### src/design/sap_settings.svh
// ~~~~~~~~~~~~~~~~~~~~~~~~~~~~~~
// Global widths and control word bit map
// Include in any file that sizes a datapath or reads a control bit
// ~~~~~~~~~~~~~~~~~~~~~~~~~~~~~~
`ifndef SAP_SETTINGS_SVH
`define SAP_SETTINGS_SVH

`define SAP_WORD_W      8
`define SAP_ADDR_W      4
`define SAP_RAM_DEPTH   16
`define SAP_CTRL_W      15

`define SIG_PC_INC          14  // Count PC
`define SIG_PC_EN           13  // PC onto bus
`define SIG_PC_LOAD         12  // Jump target into PC
`define SIG_MAR_ADDR_LOAD_N 11  // Address into MAR
`define SIG_MAR_MEM_LOAD_N  10  // Write data into staging reg
`define SIG_RAM_EN_N        9   // RAM onto bus
`define SIG_RAM_LOAD_N      8   // Staging reg into RAM
`define SIG_IR_LOAD_N       7
`define SIG_IR_EN_N         6   // IR operand onto bus
`define SIG_REGA_LOAD_N     5
`define SIG_REGA_EN         4
`define SIG_ADDER_SUB       3   // Subtract when high
`define SIG_REGB_EN         2   // ALU result onto bus
`define SIG_REGB_LOAD_N     1
`define SIG_OUT_LOAD_N      0

// Active-low bits high, everything else low
`define SAP_CTRL_IDLE 15'b000_1111_1110_0011

`endif

### src/design/sap_pkg.sv
// ~~~~~~~~~~~~~~~~~~~~~~~~~~~~~~
// Shared types for the accumulator machine
// Import with sap_pkg::* in the module header
// ~~~~~~~~~~~~~~~~~~~~~~~~~~~~~~
`include "sap_settings.svh"

package sap_pkg;

    typedef logic [`SAP_WORD_W-1:0] word_t;  // Bus and register width
    typedef logic [`SAP_ADDR_W-1:0] addr_t;  // RAM address and PC
    typedef logic [`SAP_CTRL_W-1:0] ctrl_t;  // One bit per micro-op control

    // Opcode lives in the high nibble of an instruction word
    typedef enum logic [3:0] {
        OP_HLT = 4'h0,
        OP_NOP = 4'h1,
        OP_ADD = 4'h2,
        OP_SUB = 4'h3,
        OP_LDA = 4'h4,
        OP_OUT = 4'h5,
        OP_STA = 4'h6,
        OP_JMP = 4'h7
    } opcode_t;

    typedef enum logic [2:0] {
        ST_T0   = 3'd0,  // Fetch address
        ST_T1   = 3'd1,  // PC increment
        ST_T2   = 3'd2,  // Fetch instruction
        ST_T3   = 3'd3,
        ST_T4   = 3'd4,
        ST_T5   = 3'd5,
        ST_HOLD = 3'd6   // Parked while in reset
    } stage_t;

endpackage

### src/design/control_sequencer.sv
// ~~~~~~~~~~~~~~~~~~~~~~~~~~~~~~
// Instruction register, six-stage sequencer and micro-op decode
// Stage moves on the falling edge, loads happen on the rising edge
// OUT waits in T3 until the output register can take a word
// HLT parks the sequencer in T3 until the next reset
// ~~~~~~~~~~~~~~~~~~~~~~~~~~~~~~
`timescale 1ns/1ps
`include "sap_settings.svh"

module control_sequencer
    import sap_pkg::*;
(
    input  logic  clk,
    input  logic  resetn,
    input  word_t bus_data,
    input  logic  out_accept,
    output ctrl_t ctrl,
    output word_t ir_bus
);

    word_t   ir;
    opcode_t opcode;
    stage_t  stage;
    logic    out_loaded;  // Output load fired at the last rising edge

    assign opcode = opcode_t'(ir[7:4]);
    assign ir_bus = {4'b0000, ir[3:0]};  // Operand address only

    always_ff @(posedge clk) begin
        if (!resetn) begin
            ir         <= '0;
            out_loaded <= 1'b0;
        end else begin
            if (!ctrl[`SIG_IR_LOAD_N]) begin
                ir <= bus_data;
            end
            out_loaded <= !ctrl[`SIG_OUT_LOAD_N];
        end
    end

    // Stage counter on the falling edge
    always_ff @(negedge clk) begin
        if (!resetn) begin
            stage <= ST_HOLD;
        end else begin
            case (stage)
                ST_HOLD: stage <= ST_T0;
                ST_T3: begin
                    if (opcode != OP_HLT && (opcode != OP_OUT || out_loaded)) begin
                        stage <= ST_T4;  // HLT parks here, OUT waits for its load
                    end
                end
                ST_T5:   stage <= ST_T0;
                default: stage <= stage_t'(stage + 3'd1);
            endcase
        end
    end

    always_comb begin
        ctrl = `SAP_CTRL_IDLE;
        case (stage)
            ST_T0: begin
                ctrl[`SIG_PC_EN]           = 1'b1;
                ctrl[`SIG_MAR_ADDR_LOAD_N] = 1'b0;
            end
            ST_T1: begin
                ctrl[`SIG_PC_INC] = 1'b1;  // IR still holds the previous word here
            end
            ST_T2: begin
                ctrl[`SIG_RAM_EN_N]  = 1'b0;
                ctrl[`SIG_IR_LOAD_N] = 1'b0;
            end
            ST_T3: begin
                case (opcode)
                    OP_ADD, OP_SUB, OP_LDA, OP_STA: begin
                        ctrl[`SIG_IR_EN_N]         = 1'b0;
                        ctrl[`SIG_MAR_ADDR_LOAD_N] = 1'b0;
                    end
                    OP_OUT: begin
                        ctrl[`SIG_REGA_EN]    = 1'b1;
                        ctrl[`SIG_OUT_LOAD_N] = !out_accept;  // Held off by back-pressure
                    end
                    OP_JMP: begin
                        ctrl[`SIG_IR_EN_N] = 1'b0;
                        ctrl[`SIG_PC_LOAD] = 1'b1;
                    end
                    default: ;
                endcase
            end
            ST_T4: begin
                case (opcode)
                    OP_ADD, OP_SUB: begin
                        ctrl[`SIG_RAM_EN_N]    = 1'b0;
                        ctrl[`SIG_REGB_LOAD_N] = 1'b0;
                    end
                    OP_LDA: begin
                        ctrl[`SIG_RAM_EN_N]    = 1'b0;
                        ctrl[`SIG_REGA_LOAD_N] = 1'b0;
                    end
                    OP_STA: begin
                        ctrl[`SIG_REGA_EN]        = 1'b1;
                        ctrl[`SIG_MAR_MEM_LOAD_N] = 1'b0;
                    end
                    default: ;
                endcase
            end
            ST_T5: begin
                case (opcode)
                    OP_ADD: begin
                        ctrl[`SIG_REGB_EN]     = 1'b1;
                        ctrl[`SIG_REGA_LOAD_N] = 1'b0;
                    end
                    OP_SUB: begin
                        ctrl[`SIG_ADDER_SUB]   = 1'b1;
                        ctrl[`SIG_REGB_EN]     = 1'b1;
                        ctrl[`SIG_REGA_LOAD_N] = 1'b0;
                    end
                    OP_STA:  ctrl[`SIG_RAM_LOAD_N] = 1'b0;
                    default: ;
                endcase
            end
            default: ;  // Hold stage keeps every control inactive
        endcase
    end

endmodule

### src/design/program_counter.sv
// ~~~~~~~~~~~~~~~~~~~~~~~~~~~~~~
// Four-bit program counter
// Counts, takes jump targets from the bus, drives itself onto the bus
// ~~~~~~~~~~~~~~~~~~~~~~~~~~~~~~
`timescale 1ns/1ps
`include "sap_settings.svh"

module program_counter
    import sap_pkg::*;
(
    input  logic  clk,
    input  logic  resetn,
    input  ctrl_t ctrl,
    input  word_t bus_data,
    output word_t pc_bus
);

    addr_t pc;

    always_ff @(posedge clk) begin
        if (!resetn) begin
            pc <= '0;
        end else if (ctrl[`SIG_PC_LOAD]) begin
            pc <= bus_data[`SAP_ADDR_W-1:0];  // Jump target
        end else if (ctrl[`SIG_PC_INC]) begin
            pc <= pc + 1'b1;  // Wraps 15 to 0
        end
    end

    assign pc_bus = {{(`SAP_WORD_W-`SAP_ADDR_W){1'b0}}, pc};

endmodule

### src/design/memory_unit.sv
// ~~~~~~~~~~~~~~~~~~~~~~~~~~~~~~
// MAR, write staging register and 16x8 RAM
// The program port fills the RAM only while resetn is low
// ~~~~~~~~~~~~~~~~~~~~~~~~~~~~~~
`timescale 1ns/1ps
`include "sap_settings.svh"

module memory_unit
    import sap_pkg::*;
(
    input  logic  clk,
    input  logic  resetn,
    input  ctrl_t ctrl,
    input  word_t bus_data,
    input  logic  prog_we,
    input  addr_t prog_addr,
    input  word_t prog_data,
    output word_t ram_bus
);

    addr_t mar;
    word_t wr_data;  // Staged word for STA
    word_t mem [`SAP_RAM_DEPTH];

    always_ff @(posedge clk) begin
        if (!resetn) begin
            mar <= '0;
        end else if (!ctrl[`SIG_MAR_ADDR_LOAD_N]) begin
            mar <= bus_data[`SAP_ADDR_W-1:0];
        end
    end

    always_ff @(posedge clk) begin
        if (!ctrl[`SIG_MAR_MEM_LOAD_N]) begin
            wr_data <= bus_data;
        end
    end

    // Program load in reset, STA writes once running
    always_ff @(posedge clk) begin
        if (!resetn) begin
            if (prog_we) begin
                mem[prog_addr] <= prog_data;
            end
        end else if (!ctrl[`SIG_RAM_LOAD_N]) begin
            mem[mar] <= wr_data;
        end
    end

    assign ram_bus = mem[mar];  // Asynchronous read

endmodule

### src/design/arith_unit.sv
// ~~~~~~~~~~~~~~~~~~~~~~~~~~~~~~
// Accumulator A, register B and the adder-subtractor
// A and the ALU result each have their own bus enable
// ~~~~~~~~~~~~~~~~~~~~~~~~~~~~~~
`timescale 1ns/1ps
`include "sap_settings.svh"

module arith_unit
    import sap_pkg::*;
(
    input  logic  clk,
    input  logic  resetn,
    input  ctrl_t ctrl,
    input  word_t bus_data,
    output word_t a_bus,
    output word_t alu_bus
);

    word_t reg_a;
    word_t reg_b;

    always_ff @(posedge clk) begin
        if (!resetn) begin
            reg_a <= '0;
            reg_b <= '0;
        end else begin
            if (!ctrl[`SIG_REGA_LOAD_N]) begin
                reg_a <= bus_data;  // LDA or ALU writeback
            end
            if (!ctrl[`SIG_REGB_LOAD_N]) begin
                reg_b <= bus_data;
            end
        end
    end

    // Result wraps modulo 256, no carry kept
    always_comb begin
        if (ctrl[`SIG_ADDER_SUB]) begin
            alu_bus = reg_a - reg_b;
        end else begin
            alu_bus = reg_a + reg_b;
        end
    end

    assign a_bus = reg_a;

endmodule

### src/design/output_port.sv
// ~~~~~~~~~~~~~~~~~~~~~~~~~~~~~~
// Output register with a valid/ready interface
// out_accept tells the sequencer a new word can be loaded
// ~~~~~~~~~~~~~~~~~~~~~~~~~~~~~~
`timescale 1ns/1ps
`include "sap_settings.svh"

module output_port
    import sap_pkg::*;
(
    input  logic  clk,
    input  logic  resetn,
    input  ctrl_t ctrl,
    input  word_t bus_data,
    input  logic  out_ready,
    output word_t out_data,
    output logic  out_valid,
    output logic  out_accept
);

    logic load;

    assign load       = !ctrl[`SIG_OUT_LOAD_N];
    assign out_accept = !out_valid || out_ready;  // Empty, or draining this edge

    always_ff @(posedge clk) begin
        if (!resetn) begin
            out_valid <= 1'b0;
        end else if (load) begin
            out_valid <= 1'b1;
        end else if (out_ready) begin
            out_valid <= 1'b0;  // Word taken, nothing new behind it
        end
    end

    always_ff @(posedge clk) begin
        if (load) begin
            out_data <= bus_data;
        end
    end

endmodule

### src/design/bus_mux.sv
// ~~~~~~~~~~~~~~~~~~~~~~~~~~~~~~
// Shared bus built as a gated OR of the sources
// Reads zero when no source is enabled
// ~~~~~~~~~~~~~~~~~~~~~~~~~~~~~~
`timescale 1ns/1ps
`include "sap_settings.svh"

module bus_mux
    import sap_pkg::*;
(
    input  ctrl_t ctrl,
    input  word_t pc_bus,
    input  word_t ir_bus,
    input  word_t a_bus,
    input  word_t alu_bus,
    input  word_t ram_bus,
    output word_t bus_data
);

    assign bus_data = ({`SAP_WORD_W{ctrl[`SIG_PC_EN]}}     & pc_bus)
                    | ({`SAP_WORD_W{!ctrl[`SIG_IR_EN_N]}}  & ir_bus)   // Active low
                    | ({`SAP_WORD_W{ctrl[`SIG_REGA_EN]}}   & a_bus)
                    | ({`SAP_WORD_W{ctrl[`SIG_REGB_EN]}}   & alu_bus)
                    | ({`SAP_WORD_W{!ctrl[`SIG_RAM_EN_N]}} & ram_bus); // Active low

endmodule

### src/design/sap_top.sv
// ~~~~~~~~~~~~~~~~~~~~~~~~~~~~~~
// Top level of the accumulator machine
// Load a program during reset, then read results from the output port
// ~~~~~~~~~~~~~~~~~~~~~~~~~~~~~~
`timescale 1ns/1ps

module sap_top
    import sap_pkg::*;
(
    input  logic  clk,
    input  logic  resetn,
    input  logic  prog_we,
    input  addr_t prog_addr,
    input  word_t prog_data,
    input  logic  out_ready,
    output word_t out_data,
    output logic  out_valid
);

    ctrl_t ctrl;
    word_t bus_data;
    word_t pc_bus;
    word_t ir_bus;
    word_t a_bus;
    word_t alu_bus;
    word_t ram_bus;
    logic  out_accept;

    control_sequencer u_seq (
        .clk        (clk),
        .resetn     (resetn),
        .bus_data   (bus_data),
        .out_accept (out_accept),
        .ctrl       (ctrl),
        .ir_bus     (ir_bus)
    );

    program_counter u_pc (
        .clk      (clk),
        .resetn   (resetn),
        .ctrl     (ctrl),
        .bus_data (bus_data),
        .pc_bus   (pc_bus)
    );

    memory_unit u_mem (
        .clk       (clk),
        .resetn    (resetn),
        .ctrl      (ctrl),
        .bus_data  (bus_data),
        .prog_we   (prog_we),
        .prog_addr (prog_addr),
        .prog_data (prog_data),
        .ram_bus   (ram_bus)
    );

    arith_unit u_alu (
        .clk      (clk),
        .resetn   (resetn),
        .ctrl     (ctrl),
        .bus_data (bus_data),
        .a_bus    (a_bus),
        .alu_bus  (alu_bus)
    );

    output_port u_out (
        .clk        (clk),
        .resetn     (resetn),
        .ctrl       (ctrl),
        .bus_data   (bus_data),
        .out_ready  (out_ready),
        .out_data   (out_data),
        .out_valid  (out_valid),
        .out_accept (out_accept)
    );

    bus_mux u_bus (
        .ctrl     (ctrl),
        .pc_bus   (pc_bus),
        .ir_bus   (ir_bus),
        .a_bus    (a_bus),
        .alu_bus  (alu_bus),
        .ram_bus  (ram_bus),
        .bus_data (bus_data)
    );

endmodule

### config.mk
export PLATFORM = sky130hd
export DESIGN_NAME = sap_top
export DESIGN_NICKNAME = d
export VERILOG_FILES = /design/src/design/sap_pkg.sv /design/src/design/control_sequencer.sv /design/src/design/program_counter.sv /design/src/design/memory_unit.sv /design/src/design/arith_unit.sv /design/src/design/output_port.sv /design/src/design/bus_mux.sv /design/src/design/sap_top.sv
export VERILOG_INCLUDE_DIRS = /design/src /design/src/design
export SDC_FILE = /design/constraint.sdc
export NUM_CORES = 1
export LEC_CHECK = 0
export BUFFER_PORTS_ARGS = -buffer_cell sky130_fd_sc_hd__buf_2
export CORE_UTILIZATION = 55
export CTS_CLUSTER_DIAMETER = 120
export DETAILED_ROUTE_END_ITERATION = 10
export PLACE_DENSITY = 0.72
export SLEW_MARGIN = 10
export SYNTH_ARGS = -nofsm -noshare
export SYNTH_HDL_FRONTEND = slang
export SYNTH_SLANG_ARGS = --single-unit
### constraint.sdc
create_clock -name clk -period 9.3 [get_ports clk]
set_input_delay 0.93 -clock clk [delete_from_list [all_inputs] [get_ports clk]]
set_output_delay 0.93 -clock clk [all_outputs]
set_load 0.02 [all_outputs]
== Word-level counts from Yosys, hierarchy flattened ==
Memory sizes are Yosys's and may differ from the RTL's. A register that Yosys moved wholly into a read port is not among the register bits.
Cells that the tools add are included.

* Output and inout bits: 9
* Bits of input ports: 16
* Bits in registers: 53
* Word-level logic and storage cells: 99
* Memories: 1
* Bits in writable memories: 128

* $add $sub $neg: 4
* Bitwise logic cells: 9
* Reductions and logical operators: 17
* Equal/unequal tests: 15
* Multiplexer cells: 43

{| class="wikitable"
|+ Memories
! name !! words !! bits a word !! read ports !! clocked after memory_dff !! write ports !! RTL line !! RTL
|-
| u_mem.mem || 16 || 8 || 1 || 1 || 1 || memory_unit.sv:23 || <nowiki>word_t mem [`SAP_RAM_DEPTH];</nowiki>
|}

{| class="wikitable"
|+ Operator list
! kind !! number
|-
| 8-bit bitwise OR || 4
|-
| 1-bit two-way mux || 29
|-
| 8-bit bitwise AND || 3
|-
| 4-bit two-way mux || 5
|-
| 8-bit by 4-bit bitwise AND with 8-bit output || 2
|-
| 4-bit by 3-bit equality test with 1-bit output, second input constant || 4
|-
| 8-bit two-way mux || 2
|-
| 3-bit equality test, second input constant || 3
|-
| 8-bit adder || 1
|-
| 4-bit by 2-bit equality test with 1-bit output, second input constant || 2
|-
| 1-bit case mux with 2 select lines || 4
|-
| 8-bit OR reduction || 1
|-
| 8-bit subtractor || 1
|-
| 3-bit by 2-bit equality test with 1-bit output, second input constant || 2
|-
| 3-bit case mux with 2 select lines || 1
|-
| 1-bit zero test || 5
|-
| 5-bit OR reduction || 1
|-
| 4-bit by 1-bit adder with 4-bit output, second input constant || 1
|-
| 4-bit by 3-bit inequality test with 1-bit output, second input constant || 1
|-
| 4-bit nonzero test || 1
|-
| 2-bit OR reduction || 2
|-
| 4-bit OR reduction || 1
|-
| 3-bit by 1-bit adder with 3-bit output, second input constant || 1
|-
| 3-bit by 1-bit equality test with 1-bit output, second input constant || 1
|-
| other kinds (9) || 10
|}

== Depth between registers and ports, before layout ==
* Depth in word-level cells: 12
* Depth in mapped cells: 14

== Cells and area by module ==
A second synthesis with hierarchy kept.

* Cell total of the unflattened synthesis: 570
* Area, all modules: 8,246.7 um2

{| class="wikitable"
|+ By module, submodules not included
! module !! area each (um2) !! seq. area each (um2) !! times used !! cells an instance
|-
| memory_unit || 5,683.0 || 4,244.1 || 1 || 286
|-
| arith_unit || 1,054.8 || 320.3 || 1 || 113
|-
| control_sequencer || 804.5 || 240.2 || 1 || 103
|-
| output_port || 289.0 || 260.2 || 1 || 12
|-
| program_counter || 226.5 || 80.1 || 1 || 27
|-
| bus_mux || 188.9 || 0.0 || 1 || 29
|}

==> reports/qor.csv <==
stage;metric;value;unit
status;status;finished clean;
die;Die ar.;0.0151;mm^2
layout;n_diodes;0;
global_routing;largest net degree at the start of global routing;41;
global_routing;antenna violations before repair;0;
critical_path;Cell Chain, Critical Path;inv_1 -> ha_1 -> and3b_1 -> and3_1 -> mux2_2 -> fa_1 -> xnor2_1 -> a32o_1 -> a221oi_1 -> o21a_1 -> inv_1;
sta;final hold vios;0;
clock_tree;CTS H-tree depth;4;
global_routing;met1 usage;0.323;
detailed_routing;Avg Vias per Cell;6.17;
layout;Area Growth Syn to Fin;10.7;%
sta;worst-margin pin slew;1.12;ns
critical_path;CP delay by family, top;compound AO/OA/AOI/OAI gates;
layout;layout cells sized above 1;0.171;
synth;synthesized flop and latch total;185;
detailed_routing;Pre-antenna DRT Iters;5;
power_and_ir_drop;Worst VDD drop;237;uV
sta;RSZ-0062 raised after global routing;false;
synth;Area contributors post-synth;edfxtp_1 54%, dfxtp_1 10%, mux4_2 5.3%, mux4_1 3.9%, a21oi_1 2.6%;
critical_path;CP bufs+invs;2;
global_routing;GRT Util Overall;0.247;
clock_tree;post-CTS sizing;0;
power_and_ir_drop;Power, Total;2340;uW
place;hpwl dp;11200;um
global_routing;busiest grt layer;met2;
detailed_routing;post-DR wirelength/cell;21.7;um
clock_tree;CTS Root Cell;clkbuf_16;
global_routing;vias in the first global route;4735;
critical_path;CP arrival;8.11;ns
clock_tree;largest buffer count on any clock path;2;
clock_tree;setup bufs post-CTS;0;
critical_path;Max stage delay cell, worst path;fa_1;
sta;Final TNS setup;0;ns
layout;fin util;0.633;
clock_tree;CTS Buf Count;17;
sta;fin. max-slew vios;0;
global_routing;GRT Residual Overflow;0;
power_and_ir_drop;Leak;0.00303;uW
detailed_routing;Post-route DRC;0;
critical_path;WP data required;9.50;ns
detailed_routing;Final ANT Viol Nets;0;
global_routing;grt met2 use;0.392;
clock_tree;number of clock sinks;185;
synth;Cells after Synth;556;
global_routing;met3 Usage GRT;0.0609;
critical_path;slowest cell delay on critical path;0.40;ns
clock_tree;CTS tree;built;
synth;sequential-to-total area share from yosys stat;0.641;
detailed_routing;DR vias;4760;
detailed_routing;final WL;16800;um
clock_tree;Clock Latency Late Sink;0.47;ns
synth;top-count cell post-synth;edfxtp_1;
synth;largest area contributor in the netlist;edfxtp_1;
synth;mean post-synth cell area;14.4;um^2
synth;predominant post-synthesis flop cell;edfxtp_1;
layout;net count reported at finish;610;
critical_path;Worst Setup End Kind;flop;
power_and_ir_drop;Pwr Density;264;mW/mm^2
synth;Ys Warns;0;
sta;relative slew slack;0.256;
place;IO Port Bufs;24;
synth;post-synthesis cell area;0.00803;mm^2
die;Die Height;123;um
critical_path;startpoint types;flop;
die;Die Wd;123;um
critical_path;CP most frequent cell;inv_1;
global_routing;first-pass GRT wire length;26300;um
clock_tree;Post-CTS Hold Buffers;0;
synth;Post-synth ARST share;0;
synth;library cells used by synthesis;56;
critical_path;Crit Path Category;flop to flop;
sta;clk_skew;0.0260;ns
die;num rows;43;
detailed_routing;initial DRC count;428;
place;GP Congestion;0.903;
die;IO Pins;25;
clock_tree;CTS clk-pin slew, worst paths;0.07;ns
sta;final setup fails;0;
die;core area;0.0140;mm^2
run;max-cap violation count;0;
synth;commonest cells in the netlist;144 x edfxtp_1, 42 x a21oi_1, 41 x dfxtp_1;
critical_path;Crit Path Max Fanout;6;
layout;Fillers;1015;
worst_hold_path;Hold Path Class;flop to flop;
synth;Yosys top cell area share;0.539;
synth;number of synthesized flops with an enable pin;144;
synth;Syn Nets;587;
die;Initial Util;0.572;
-- cell type report --
| class | instances | area, um^2 | share of cell area |
|---|---|---|---|
| clock buffers | 17 | 425 | 0.0479 |
| clock inverters | 18 | 214 | 0.0241 |
| inverters | 22 | 82.6 | 0.00930 |
| multi-input cells | 324 | 2660 | 0.299 |
| flip-flops and latches | 185 | 5150 | 0.579 |
| well taps | 180 | 225 | 0.0254 |
| repair buffers | 26 | 135 | 0.0152 |
-- cell families (layout without fill, tap and decap cells) --
| logic type | Yosys count | in the layout | synth area share |
|---|---|---|---|
| muxes | 53 | 53 | 0.122 |
| xor gates and xnor gates | 14 | 14 | 0.0153 |
| buffers and inverters | 47 | 83 | 0.0284 |
| adders and majority gates | 15 | 15 | 0.0243 |
| DFF | 185 | 185 | 0.641 |
| AOI/OAI and AO/OA | 125 | 125 | 0.0954 |
| and+or+nand+nor | 117 | 117 | 0.0737 |
-- flip-flops by register name (all words and copies together), names as in the netlist, named ones only --
| register | cells |
|---|---|
| u_alu.a_bus | 8 |
| u_alu.reg_b | 8 |
| u_mem.mar | 4 |
| u_mem.mem | 128 |
| u_mem.wr_data | 8 |
| u_out.out_data | 8 |
| u_out.out_valid | 1 |
| u_pc.pc | 4 |
| u_seq.ir | 8 |
| u_seq.out_loaded | 1 |
| u_seq.stage | 3 |
-- path summary, 6_finish.rpt --
check / start / to / slack (ns) / cells past startpoint
max reg2reg: u_seq.stage[1] / u_mem.wr_data[2] / 1.39 / 11
min reg2reg: u_seq.stage[1] / u_seq.stage[1] / 0.53 / 2
max: u_seq.stage[1] / u_mem.wr_data[2] / 1.39 / 11
min: u_seq.stage[1] / u_seq.stage[1] / 0.53 / 2
-- power by group --
| group | total, uW | switching, uW | internal, uW | leakage [uW] |
|---|---|---|---|---|
| registers | 1020 | 80.4 | 943 | 0.00163 |
| clock network | 767 | 353 | 414 | 0.000324 |
| logic | 553 | 307 | 246 | 0.00107 |
-- per-layer routing --
| metal | up-vias | share of wire |
|---|---|---|
| met5 | - | 0 |
| met4 | 0 | 0.025 |
| met3 | 30 | 0.055 |
| met2 | 150 | 0.50 |
| met1 | 2391 | 0.42 |
| li1 | 2189 | - |
-- metrics by stage --
stage          setup slack (ns)  instances  instance area [um^2]  hold slack [ns]
2_1_floorplan              1.63        556                  8030            0.480
3_3_place_gp               1.51        738                  8250            0.494
3_5_place_dp               1.44        738                  8250            0.540
4_1_cts                    1.42        772                  8880            0.546
5_1_grt                    1.14        772                  8880            0.572
6_report                   1.39        772                  8880            0.529
-- worst register-to-register path, delay by kind of cell, from the launching register on --
kind,cells,cell delay [ns]
flops,1,0.33
mux,1,0.38
xor+xnor,1,0.14
compound gates,3,0.78
simple gates,2,0.58
buf+inv,2,0.16
fa+ha+maj,2,0.63
-- cell usage in the layout (no fill, tap or decap), types with 4 or more instances in the layout --
master,n
mux2_2,13
a21oi_2,5
edfxtp_1,144
xnor2_1,11
buf_2,24
o21ai_0,35
a22oi_1,5
nor3_1,9
mux2i_1,9
dfxtp_1,40
ha_1,14
inv_8,4
o21a_1,8
nand2_1,23
a21oi_1,42
nor2b_1,14
a22o_1,5
a31oi_1,8
nand3b_1,6
nor2_1,37
mux4_2,19
nor3b_1,4
clkbuf_16,17
inv_1,25
nand3_1,5
mux4_1,12
Power figures use the tool's default switching activity.
